[src/hw/periph_config.svh]
// ---------------------------------------------------------------------------
// Peripheral block configuration
// Bus widths, interrupt and RNG sizing, address map and LFSR constants
// ---------------------------------------------------------------------------

`ifndef PERIPH_CONFIG_SVH
`define PERIPH_CONFIG_SVH

// Request bus
`define PERIPH_ADDR_W       16
`define PERIPH_DATA_W       32

// Interrupt controller
`define PERIPH_NUM_SRC      4
`define PERIPH_PRIO_W       3

// Random number FIFO
`define PERIPH_RNG_DEPTH    8
`define PERIPH_RNG_SEED     32'h1
`define PERIPH_RNG_POLY     32'h80200003      // Galois feedback taps

// Address map
`define PERIPH_ABSENT_DATA  32'hdeadbeef      // Read data of an unmapped region
`define PERIPH_REGION_LSB   12                // Region field is addr[13:12]

`endif
[src/hw/periph_pkg.sv]
// ---------------------------------------------------------------------------
// Peripheral block types
// Request and response structs of the register bus, and the address regions
// ---------------------------------------------------------------------------

`include "periph_config.svh"

package periph_pkg;

    // Request from the single bus master, one cycle strobe
    typedef struct packed {
        logic                      valid;
        logic                      write;
        logic [`PERIPH_ADDR_W-1:0] addr;
        logic [`PERIPH_DATA_W-1:0] wdata;
    } periph_req_t;

    // Response, one cycle after the request
    typedef struct packed {
        logic                      valid;
        logic                      error;
        logic [`PERIPH_DATA_W-1:0] rdata;
    } periph_rsp_t;

    // Address regions, SPI and ETH have no peripheral behind them
    typedef enum logic [1:0] {
        REGION_IRQ  = 2'd0,
        REGION_GPIO = 2'd1,
        REGION_SPI  = 2'd2,
        REGION_ETH  = 2'd3
    } region_e;

    typedef logic [`PERIPH_NUM_SRC-1:0] src_vec_t;  // One bit per interrupt source

endpackage

[src/hw/periph_top.sv]
// ---------------------------------------------------------------------------
// Peripheral block top level
// Decoder with the interrupt controller and the GPIO/RNG slave behind it
// ---------------------------------------------------------------------------

`timescale 1ns/1ns

module periph_top (
    input  logic                    clk_i,
    input  logic                    rst_n_i,
    input  periph_pkg::periph_req_t req_i,
    output periph_pkg::periph_rsp_t rsp_o,
    input  periph_pkg::src_vec_t    irq_src_i,
    output logic                    irq_o,
    input  logic [7:0]              dip_i,
    output logic [7:0]              leds_o
);

    logic                    irq_sel;
    logic                    gpio_sel;
    periph_pkg::periph_rsp_t irq_rsp;
    periph_pkg::periph_rsp_t gpio_rsp;

    periph_decoder u_decoder (
        .clk_i      (clk_i),
        .rst_n_i    (rst_n_i),
        .req_i      (req_i),
        .irq_rsp_i  (irq_rsp),
        .gpio_rsp_i (gpio_rsp),
        .irq_sel_o  (irq_sel),
        .gpio_sel_o (gpio_sel),
        .rsp_o      (rsp_o)
    );

    irq_ctrl u_irq (
        .clk_i     (clk_i),
        .rst_n_i   (rst_n_i),
        .sel_i     (irq_sel),
        .req_i     (req_i),
        .irq_src_i (irq_src_i),
        .rsp_o     (irq_rsp),
        .irq_o     (irq_o)
    );

    gpio_regs u_gpio (
        .clk_i   (clk_i),
        .rst_n_i (rst_n_i),
        .sel_i   (gpio_sel),
        .req_i   (req_i),
        .dip_i   (dip_i),
        .leds_o  (leds_o),
        .rsp_o   (gpio_rsp)
    );

endmodule

[src/hw/gpio_regs.sv]
// ---------------------------------------------------------------------------
// GPIO and RNG registers
// LED output, DIP switch readback, random word pop and FIFO status
// ---------------------------------------------------------------------------

`timescale 1ns/1ns
`include "periph_config.svh"

module gpio_regs (
    input  logic                    clk_i,
    input  logic                    rst_n_i,
    input  logic                    sel_i,
    input  periph_pkg::periph_req_t req_i,
    input  logic [7:0]              dip_i,
    output logic [7:0]              leds_o,
    output periph_pkg::periph_rsp_t rsp_o
);

    // Offsets decoded on addr[4:3]
    localparam logic [1:0] OFS_LED    = 2'b00;  // 0x00
    localparam logic [1:0] OFS_RNG    = 2'b10;  // 0x10
    localparam logic [1:0] OFS_STATUS = 2'b11;  // 0x18

    logic [1:0]                ofs;
    logic [7:0]                leds_q;
    logic                      rng_pop;
    logic [31:0]               rng_data;
    logic [3:0]                rng_count;
    logic                      rng_full;
    logic                      rng_empty;
    logic [`PERIPH_DATA_W-1:0] rdata_d;
    logic [`PERIPH_DATA_W-1:0] rdata_q;
    logic                      rsp_valid_q;

    assign ofs     = req_i.addr[4:3];
    assign rng_pop = sel_i && !req_i.write && (ofs == OFS_RNG) && !rng_empty;

    rng_fifo u_rng (
        .clk_i   (clk_i),
        .rst_n_i (rst_n_i),
        .pop_i   (rng_pop),
        .data_o  (rng_data),
        .count_o (rng_count),
        .full_o  (rng_full),
        .empty_o (rng_empty)
    );

    always_comb begin
        rdata_d = '0;
        if (!req_i.write) begin
            case (ofs)
                OFS_LED:    rdata_d = {{(`PERIPH_DATA_W-8){1'b0}}, dip_i};
                OFS_RNG:    rdata_d = rng_data;  // Head word, popped in the same cycle
                OFS_STATUS: rdata_d = {rng_full, rng_empty, {(`PERIPH_DATA_W-6){1'b0}}, rng_count};
                default:    rdata_d = '0;
            endcase
        end
    end

    always_ff @(posedge clk_i) begin
        if (!rst_n_i) begin
            leds_q      <= '0;
            rsp_valid_q <= 1'b0;
        end else begin
            rsp_valid_q <= sel_i;
            if (sel_i && req_i.write && (ofs == OFS_LED)) leds_q <= req_i.wdata[7:0];
        end
    end

    always_ff @(posedge clk_i) begin
        if (sel_i) rdata_q <= rdata_d;
    end

    assign rsp_o  = '{valid: rsp_valid_q, error: 1'b0, rdata: rdata_q};
    assign leds_o = leds_q;

endmodule

[src/hw/rng_fifo.sv]
// ---------------------------------------------------------------------------
// Random number FIFO
// A Galois LFSR fills the FIFO whenever it has room, one word per cycle
// ---------------------------------------------------------------------------

`timescale 1ns/1ns
`include "periph_config.svh"

module rng_fifo (
    input  logic        clk_i,
    input  logic        rst_n_i,
    input  logic        pop_i,
    output logic [31:0] data_o,
    output logic [3:0]  count_o,
    output logic        full_o,
    output logic        empty_o
);

    localparam int DEPTH = `PERIPH_RNG_DEPTH;
    localparam int PTR_W = $clog2(DEPTH);

    logic [`PERIPH_DATA_W-1:0] mem [DEPTH];
    logic [`PERIPH_DATA_W-1:0] lfsr_q;
    logic [`PERIPH_DATA_W-1:0] lfsr_next;
    logic [PTR_W-1:0]          wr_ptr_q;
    logic [PTR_W-1:0]          rd_ptr_q;
    logic [3:0]                count_q;
    logic                      push;
    logic                      pop;

    // Shift right, fold the taps in when the bit shifted out is set
    assign lfsr_next = lfsr_q[0] ? ((lfsr_q >> 1) ^ `PERIPH_RNG_POLY) : (lfsr_q >> 1);

    assign full_o  = (count_q == 4'(DEPTH));
    assign empty_o = (count_q == '0);
    assign push    = !full_o;                   // Keep topped up
    assign pop     = pop_i && !empty_o;

    always_ff @(posedge clk_i) begin
        if (!rst_n_i) begin
            lfsr_q   <= `PERIPH_RNG_SEED;
            wr_ptr_q <= '0;
            rd_ptr_q <= '0;
            count_q  <= '0;
        end else begin
            if (push) begin
                lfsr_q   <= lfsr_next;          // Advance only on push
                wr_ptr_q <= wr_ptr_q + 1'b1;
            end
            if (pop) rd_ptr_q <= rd_ptr_q + 1'b1;
            count_q <= count_q + 4'(push) - 4'(pop);
        end
    end

    always_ff @(posedge clk_i) begin
        if (push) mem[wr_ptr_q] <= lfsr_next;
    end

    assign data_o  = mem[rd_ptr_q];
    assign count_o = count_q;

endmodule

[src/hw/irq_ctrl.sv]
// ---------------------------------------------------------------------------
// Level-sensitive priority interrupt controller
// Per-source priority, enable mask and threshold. The claim register names
// the highest priority active source, irq_o flags it above the threshold
// ---------------------------------------------------------------------------

`timescale 1ns/1ns
`include "periph_config.svh"

module irq_ctrl (
    input  logic                    clk_i,
    input  logic                    rst_n_i,
    input  logic                    sel_i,
    input  periph_pkg::periph_req_t req_i,
    input  periph_pkg::src_vec_t    irq_src_i,
    output periph_pkg::periph_rsp_t rsp_o,
    output logic                    irq_o
);

    localparam int NSRC    = `PERIPH_NUM_SRC;
    localparam int PW      = `PERIPH_PRIO_W;
    localparam int IDX_W   = $clog2(NSRC);
    localparam int CLAIM_W = $clog2(NSRC + 1);

    // Word map, priorities first
    localparam logic [2:0] WORD_ENABLE = 3'(NSRC);
    localparam logic [2:0] WORD_THRESH = 3'(NSRC + 1);
    localparam logic [2:0] WORD_CLAIM  = 3'(NSRC + 2);

    logic [PW-1:0]              prio_q [NSRC];
    periph_pkg::src_vec_t       enable_q;
    logic [PW-1:0]              thresh_q;
    logic [2:0]                 word;
    logic [CLAIM_W-1:0]         claim_d;          // Index plus one, 0 if none
    logic [PW-1:0]              win_prio;
    logic [`PERIPH_DATA_W-1:0]  rdata_d;
    logic [`PERIPH_DATA_W-1:0]  rdata_q;
    logic                       rsp_valid_q;
    logic                       irq_q;

    assign word = req_i.addr[4:2];

    // ------------------------------------------------------------------------
    // Claim search, strict compare keeps ties on the lower index
    // ------------------------------------------------------------------------
    always_comb begin
        claim_d  = '0;
        win_prio = '0;                                  // Priority 0 never wins
        for (int i = 0; i < NSRC; i++) begin
            if (irq_src_i[i] && enable_q[i] && (prio_q[i] > win_prio)) begin
                claim_d  = CLAIM_W'(i + 1);
                win_prio = prio_q[i];
            end
        end
    end

    always_ff @(posedge clk_i) begin
        if (!rst_n_i) begin
            for (int i = 0; i < NSRC; i++) begin
                prio_q[i] <= '0;
            end
            enable_q <= '0;
            thresh_q <= '0;
            irq_q    <= 1'b0;
        end else begin
            irq_q <= (claim_d != '0) && (win_prio > thresh_q);
            if (sel_i && req_i.write) begin
                if (word < WORD_ENABLE) prio_q[word[IDX_W-1:0]] <= req_i.wdata[PW-1:0];
                else if (word == WORD_ENABLE) enable_q <= req_i.wdata[NSRC-1:0];
                else if (word == WORD_THRESH) thresh_q <= req_i.wdata[PW-1:0];
            end
        end
    end

    // Read mux, writes answer with 0
    always_comb begin
        rdata_d = '0;
        if (!req_i.write) begin
            if (word < WORD_ENABLE) rdata_d[PW-1:0] = prio_q[word[IDX_W-1:0]];
            else if (word == WORD_ENABLE) rdata_d[NSRC-1:0] = enable_q;
            else if (word == WORD_THRESH) rdata_d[PW-1:0] = thresh_q;
            else if (word == WORD_CLAIM) rdata_d[CLAIM_W-1:0] = claim_d;
        end
    end

    always_ff @(posedge clk_i) begin
        if (!rst_n_i) rsp_valid_q <= 1'b0;
        else rsp_valid_q <= sel_i;
    end

    always_ff @(posedge clk_i) begin
        if (sel_i) rdata_q <= rdata_d;
    end

    assign rsp_o = '{valid: rsp_valid_q, error: 1'b0, rdata: rdata_q};
    assign irq_o = irq_q;

endmodule

[src/hw/periph_decoder.sv]
// ---------------------------------------------------------------------------
// Address decoder
// Routes requests to the slave of their region, muxes the responses back
// and answers the regions without a peripheral with an error
// ---------------------------------------------------------------------------

`timescale 1ns/1ns
`include "periph_config.svh"

module periph_decoder (
    input  logic                    clk_i,
    input  logic                    rst_n_i,
    input  periph_pkg::periph_req_t req_i,
    input  periph_pkg::periph_rsp_t irq_rsp_i,
    input  periph_pkg::periph_rsp_t gpio_rsp_i,
    output logic                    irq_sel_o,
    output logic                    gpio_sel_o,
    output periph_pkg::periph_rsp_t rsp_o
);

    periph_pkg::region_e region;
    periph_pkg::region_e region_q;   // Region of the request in flight
    logic                valid_q;

    assign region = periph_pkg::region_e'(req_i.addr[`PERIPH_REGION_LSB +: 2]);

    assign irq_sel_o  = req_i.valid && (region == periph_pkg::REGION_IRQ);
    assign gpio_sel_o = req_i.valid && (region == periph_pkg::REGION_GPIO);

    always_ff @(posedge clk_i) begin
        if (!rst_n_i) begin
            valid_q  <= 1'b0;
            region_q <= periph_pkg::REGION_IRQ;
        end else begin
            valid_q <= req_i.valid;
            if (req_i.valid) begin
                region_q <= region;
            end
        end
    end

    // ------------------------------------------------------------------------
    // Response mux
    // ------------------------------------------------------------------------
    always_comb begin
        rsp_o = '0;
        case (region_q)
            periph_pkg::REGION_IRQ:  rsp_o = irq_rsp_i;
            periph_pkg::REGION_GPIO: rsp_o = gpio_rsp_i;
            default: begin                              // No slave, answer here
                rsp_o.valid = valid_q;
                rsp_o.error = 1'b1;
                rsp_o.rdata = `PERIPH_ABSENT_DATA;
            end
        endcase
    end

endmodule

[config.mk]
export PLATFORM = sky130hd
export DESIGN_NAME = periph_top
export DESIGN_NICKNAME = d
export VERILOG_FILES = /design/src/hw/periph_pkg.sv /design/src/hw/periph_top.sv /design/src/hw/gpio_regs.sv /design/src/hw/rng_fifo.sv /design/src/hw/irq_ctrl.sv /design/src/hw/periph_decoder.sv
export VERILOG_INCLUDE_DIRS = /design/src /design/src/hw
export SDC_FILE = /design/constraint.sdc
export NUM_CORES = 1
export LEC_CHECK = 0
export ABC_CLOCK_PERIOD_IN_PS = 6700
export BUFFER_PORTS_ARGS = -buffer_cell sky130_fd_sc_hd__clkbuf_2
export CAP_MARGIN = 10
export CORE_AREA = 2 2 169 171
export CTS_CLUSTER_SIZE = 40
export DETAILED_ROUTE_END_ITERATION = 8
export DIE_AREA = 0 0 171 173
export HOLD_SLACK_MARGIN = 0.02
export PLACE_DENSITY_LB_ADDON = 0.15
export SETUP_SLACK_MARGIN = 0.1
export SYNTH_ARGS = -nofsm -noshare
export SYNTH_HDL_FRONTEND = slang
export SYNTH_SLANG_ARGS = --single-unit
[constraint.sdc]
create_clock -name clk_i -period 6.7 [get_ports clk_i]
set_input_delay 1.34 -clock clk_i [delete_from_list [all_inputs] [get_ports clk_i]]
set_output_delay 1.34 -clock clk_i [all_outputs]
set_load 0.01 [all_outputs]
### Yosys cells after proc, flatten, opt, wreduce, memory -nomap -nowiden

Memory sizes are Yosys's and may differ from the RTL's. A register that Yosys moved wholly into a read port is not among the register bits.
Index checks and enable logic that the tools add are counted.

* add/subtract/negate cells: 4
* multiply operators: 0
* div/mod/pow operators: 0
* order comparisons: 6
* equality and inequality tests: 8
* shift-type cells: 0
* multiplexer cells: 26
* bitwise operators: 3
* reduce and logical (&&, ||, !) cells: 30

Operators by type and width (number)
* $pmux W32 S3: 1
* $pmux W34 S2: 1
* $mux W3: 12
* $mux W32: 1
* $logic_and A1 B1 Y1: 18
* $gt A3 B3 Y1: 4
* $eq A3 B3 Y1 const B: 3
* $mux W1: 8
* $add A3 B1 Y3 const B: 2
* $logic_not A2 Y1: 3
* $mux W2: 3
* $reduce_or A3 Y1: 2
* $add A4 B1 Y4: 1
* $eq A2 B1 Y1 const B: 2
* $eq A2 B2 Y1 const B: 2
* $eq A4 B4 Y1 const B: 1
* $logic_not A4 Y1: 1
* $not A3 Y4: 1
* $reduce_and A4 Y1: 1
* $sub A4 B1 Y4: 1
* $gt A3 B1 Y1 const B: 1
* $logic_not A1 Y1: 3
* $lt A3 B3 Y1 const B: 1
* $reduce_and A3 Y1: 1
* 2 further kinds: 3

* register bits after elaboration: 99
* latch bits: 0
* memory bits (writable): 268
* memory bits (read-only): 0
* output and inout bits: 43
* memories kept: 2

Memory list
* u_gpio.u_rng.mem: words 8, width 32, rd ports 1, clocked after memory_dff 1, wr ports 1, line rng_fifo.sv:22 `` logic [`PERIPH_DATA_W-1:0] mem [DEPTH]; ``
* u_irq.prio_q: words 4, width 3, rd ports 5, clocked after memory_dff 0, wr ports 4, line irq_ctrl.sv:30 `logic [PW-1:0] prio_q [NSRC];`

### Logic depth before layout (Yosys ltp)

An unclocked memory read counts as a cell.

* word-level depth: 17
* depth in mapped cells: 23

### By module

From an unflattened synthesis, not the netlist that was laid out.

* cell total of the unflattened synthesis: 1006
* area, all modules: 16054.1 sq um

By module, submodules not included
* rng_fifo: instances 1, cells each 589, area each 11663.7 sq um, seq. area each 8588.2 sq um
* irq_ctrl: instances 1, cells each 199, area each 1890.6 sq um, seq. area each 660.6 sq um
* gpio_regs: instances 1, cells each 129, area each 1757.9 sq um, seq. area each 1141.1 sq um
* periph_decoder: instances 1, cells each 89, area each 742.0 sq um, seq. area each 60.1 sq um

### Worst setup path before layout

No wires, ideal clock.

* kind: input port to flip-flop
* from: in irq_src_i[0]
* to: reg u_irq.irq_q (netlist: u_irq.irq_o)
* setup time: 130 ps
* data arrival time: 5611 ps
* required time: 6570 ps
* path slack: 958 ps
* stages on the path: 22
* buffers on the path: 1
* cell sequence: and3_1 > ha_1 > a31oi_1 > a21oi_1 > a31oi_1 > ha_1 > nor2b_2 > o311ai_1 > or2_1 > buf_6 > nor2_1 > a21o_1 > ha_1 > nor2b_1 > o311ai_2 > a311oi_4 > nor2_1 > a211oi_1 > ha_1 > a21o_1 > a21oi_1 > nor3_1

* word-level cells in the longest chain between the ends: 14

Ends and longest elaborated chain
* from (decl): line periph_top.sv:13 `input periph_pkg::src_vec_t irq_src_i,`
* $logic_and A1 B1 Y1 * (2 in a row): line irq_ctrl.sv:50 `if (irq_src_i[i] && enable_q[i] && (prio_q[i] > win_prio)) begin`
* $mux W3: line irq_ctrl.sv:50
* $gt A3 B3 Y1: line irq_ctrl.sv:50
* $logic_and A1 B1 Y1: line irq_ctrl.sv:50
* $mux W3: line irq_ctrl.sv:50
* $gt A3 B3 Y1: line irq_ctrl.sv:50
* $logic_and A1 B1 Y1: line irq_ctrl.sv:50
* $mux W3: line irq_ctrl.sv:50
* $gt A3 B3 Y1: line irq_ctrl.sv:50
* $logic_and A1 B1 Y1: line irq_ctrl.sv:50
* $mux W3: line irq_ctrl.sv:50
* $gt A3 B3 Y1 or $reduce_bool A3 Y1 (tied branches): line irq_ctrl.sv:66 `irq_q <= (claim_d != '0) && (win_prio > thresh_q);`
* $logic_and A1 B1 Y1 *: line irq_ctrl.sv:66
* to (signal assigned): line irq_ctrl.sv:66
* to (decl): line irq_ctrl.sv:39 `logic irq_q;`

Mark *: on every way between the ends. The rest lies on a longest branch, timed or not.
A chain may end at the register's enable or synchronous reset.

### Worst setup path in the final report

Same ends and word-level chain as after synthesis.

==> flow_metrics.tcl <==
set metrics [dict create \
    drt-initial-drc-count 644 \
    cp_cell_sequence "clkbuf_2 > nand3_1 > ha_1 > a31oi_1 > a21oi_1 > a31oi_1 > ha_1 > nor2b_2 > o311ai_1 > or2_1 > nor2_1 > a21o_1 > ha_1 > nor2b_1 > o311ai_2 > a311oi_4 > nor2_1 > a211oi_1 > ha_1 > a21o_1 > a21oi_1 > nor3_1" \
    leftover_overflow_at_the_end_of_global_routing 0 \
    worst-endpoint-required_ns 7.08 \
    hold_buffers 0 \
    number_of_enable_flip_flop_cells_after_synthesis 304 \
    synth_area_leaders "edfxtp_1 (61%), mux4_2 (9.4%), dfxtp_1 (8.8%)" \
    critical_path_class "input port to flip-flop" \
    share_of_yosys_cell_area_claimed_by_the_top_area_cell_type 0.6078 \
    critPathMaxFanout 10 \
    r2r_cells 21 \
    number_of_top_level_pins 107 \
    largest_area_contributor_in_the_synthesized_netlist "edfxtp_1" \
    seq_area_frac_synth 0.6958 \
    avgRoutedWirePerCell_um 21.85 \
    grt_start_max_net_pins 69 \
    max-slew-margin-rel 0.2373 \
    max-cap-violations 0 \
    synth_warnings 0 \
    routed_wirelength_mm 31.03 \
    netlist_area_um2 15020 \
    run_status "finished clean" \
    final_min_period_over_clock_period 0.8825 \
    sum_of_negative_setup_slack_ns 0 \
    wire_length_of_the_first_global_routing_pass_mm 47.78 \
    tightest_slew_ns 1.138 \
    clock_skew_ns 0.01281 \
    track_usage 0.2144 \
    power_density_nw_per_um2 349.9 \
    power_leakage_nw 5.970 \
    critPathMostFrequentCell "ha_1" \
    floorplan.die.width_um 171 \
    tritoncts_num_sinks 370 \
    postCtsResizedCells 0 \
    report.final.slew_viol_count 0 \
    postSynthCellCount 929 \
    synthesis.area_per_instance_um2 16.17 \
    clk-insertion-delay-late_ns 0.53 \
    clk_root_buffer_cell "clkbuf_16" \
    cts_tree "done" \
    maximum_level_of_the_cts_h_tree 2 \
    clockBufferDepth 3 \
    post_cts_buffers 0 \
    routabilityCongestion 0.7964 \
    cts_made_buffers 38 \
    clkSlewWorstSetupHoldPaths_ns 0.06 \
    drive_above_1_share 0.2236 \
    worst_setup_path_end_kind "flip-flop" \
    critPathSlowestCell "a31oi_1" \
    synth_flop_cell "edfxtp_1" \
    final_nets 1097 \
    antenna_found_initial 0 \
    vias 8116 \
    worst_ep_arrival_time_ns 6.29 \
    n_fill_cell 2093 \
    synth.distinct_cells 55 \
    syn_nets 1014 \
    synth_async_sr_flop_share 0 \
    design.core.area_um2 27630 \
    die-height_um 173 \
    portBuffers 71 \
    total_power_mw 5.976 \
    floorplan.die_area_um2 29580 \
    initial_util 0.5436 \
    final_antenna_net_count 0 \
    detail_route.vias_per_cell 5.715 \
    drtPass1Iterations 5 \
    slowest_stage_delay_on_critical_path_ns 0.53 \
    num_rows 61 \
    fmax_mhz 169.1 \
    fin_ws_ns 0.7871 \
    detailedPlace.worstSlack_ns 0.3058 \
    final_core_util 0.6182 \
    start_kind "input port" \
    worst_hold_path_type "flip-flop to flip-flop" \
    worstHoldPathCells 2 \
    setup_violations 0 \
    final.min_clock_period_ns 5.913 \
    grt_setup_unrepaired "no" \
    via_count_of_the_first_global_routing_pass 8177 \
    diodes 0 \
    worst_ir_drop_vdd_mv 0.2834 \
    detail_route.drc_violations 0 \
    place.detailed.hpwl_mm 17.99 \
    layout_overhead_on_the_synthesized_area_pct 13.71 \
    ys_ff_latch 370 \
    finalHoldViolations 0 \
]
-- final cells by class --
class | count | area (um^2) | area share
clock buffers | 56 | 1028 | 0.06022
clock inverters | 14 | 211.5 | 0.01238
inverters | 18 | 67.56 | 0.003956
multi-input cells | 490 | 4314 | 0.2526
flip-flops and latches | 370 | 10460 | 0.6122
well taps | 378 | 473.0 | 0.02769
repair buffers | 94 | 528.0 | 0.03092
-- worst max-delay path, delay by kind of cell --
kind / cells / cell delay, ns
AO/OA/AOI/OAI: 10 / 2.72
AND/OR/NAND/NOR: 7 / 0.88
adder cells (fa/ha/maj): 4 / 1.24
buffers and inverters: 1 / 0.11
-- registers in the layout, summed over array words and instances (netlist names), named ones only --
register               flops
u_decoder.region_q         2
u_decoder.valid_q          1
u_gpio.leds_o              8
u_gpio.rdata_q            32
u_gpio.rsp_valid_q         1
u_gpio.u_rng.count_o       4
u_gpio.u_rng.lfsr_q       32
u_gpio.u_rng.mem         256
u_gpio.u_rng.rd_ptr_q      3
u_gpio.u_rng.wr_ptr_q      3
u_irq.enable_q             4
u_irq.irq_o                1
u_irq.prio_q              12
u_irq.rdata_q              4
u_irq.rsp_valid_q          1
u_irq.thresh_q             3
-- worst paths after layout --
path,start,to,slack [ns]
worst max-delay path,irq_src_i[0],u_irq.irq_o,0.79
worst min register to register,u_gpio.u_rng.lfsr_q[22],u_gpio.u_rng.lfsr_q[22],0.48
worst min-delay path,u_gpio.u_rng.lfsr_q[22],u_gpio.u_rng.lfsr_q[22],0.48
worst max register to register,u_irq.enable_q[0],u_irq.irq_o,1.22
-- power by group --
part           total [mW]  switching, mW  internal [mW]
combinational       0.806          0.504          0.302
clock                2.11          0.841           1.26
sequential           3.06          0.141           2.92
total                5.98           1.49           4.49
-- cells in the mapped netlist (all sizes together), types with 10 or more instances --
master	number
a21boi	30
a21o	24
a21oi	14
and2	20
buf	30
clkbuf	21
dfxtp	66
edfxtp	304
ha	20
inv	18
mux2i	56
mux4	63
nand2	86
nand3	12
nor2	51
nor2b	30
o21ai	10
-- per-stage QoR --
stage / cell area (um^2) / hold slack [ns] / cells
finish: 17080 / 0.4808 / 1420
global route: 17080 / 0.5186 / 1420
CTS: 17080 / 0.4802 / 1420
detailed placement: 15840 / 0.4720 / 1350
global placement: 15840 / 0.4614 / 1350
floorplan: 15020 / 0.4526 / 929
-- kinds of logic (layout without fill, tap and decap cells) --
logic type | Yosys count | after routing | synth area share
adder cells (fa/ha/maj) | 21 | 21 | 0.01799
AND/OR/NAND/NOR | 228 | 228 | 0.07306
AO/OA/AOI/OAI | 112 | 112 | 0.05507
buffers and inverters | 69 | 182 | 0.02033
XOR/XNOR | 9 | 9 | 0.005248
flip-flops | 370 | 370 | 0.6958
multiplexers | 120 | 120 | 0.1325
-- cell usage in the layout, fill, tap and decap left out, types with 20 or more instances in the layout --
| cell | netlist | routed |
|---|---|---|
| buf_4 | 6 | 23 |
| dfxtp_1 | 66 | 63 |
| and2_1 | 20 | 20 |
| nand2_1 | 86 | 86 |
| a21boi_0 | 30 | 30 |
| nor2_1 | 51 | 48 |
| ha_1 | 20 | 20 |
| edfxtp_1 | 304 | 304 |
| nor2b_1 | 29 | 29 |
| mux2i_1 | 56 | 56 |
| mux4_2 | 63 | 63 |
| a21o_1 | 24 | 24 |
| clkbuf_16 | 0 | 38 |
| clkbuf_2 | 0 | 71 |
-- per-layer routing --
layer / global-route usage / routed length [um]
met1: 0.3169 / 13830
met2: 0.3365 / 14820
met3: 0.03159 / 1814
met4: 0.05862 / 565
met5: 0 / 0
Note: power is estimated with default switching activity, not from simulation.
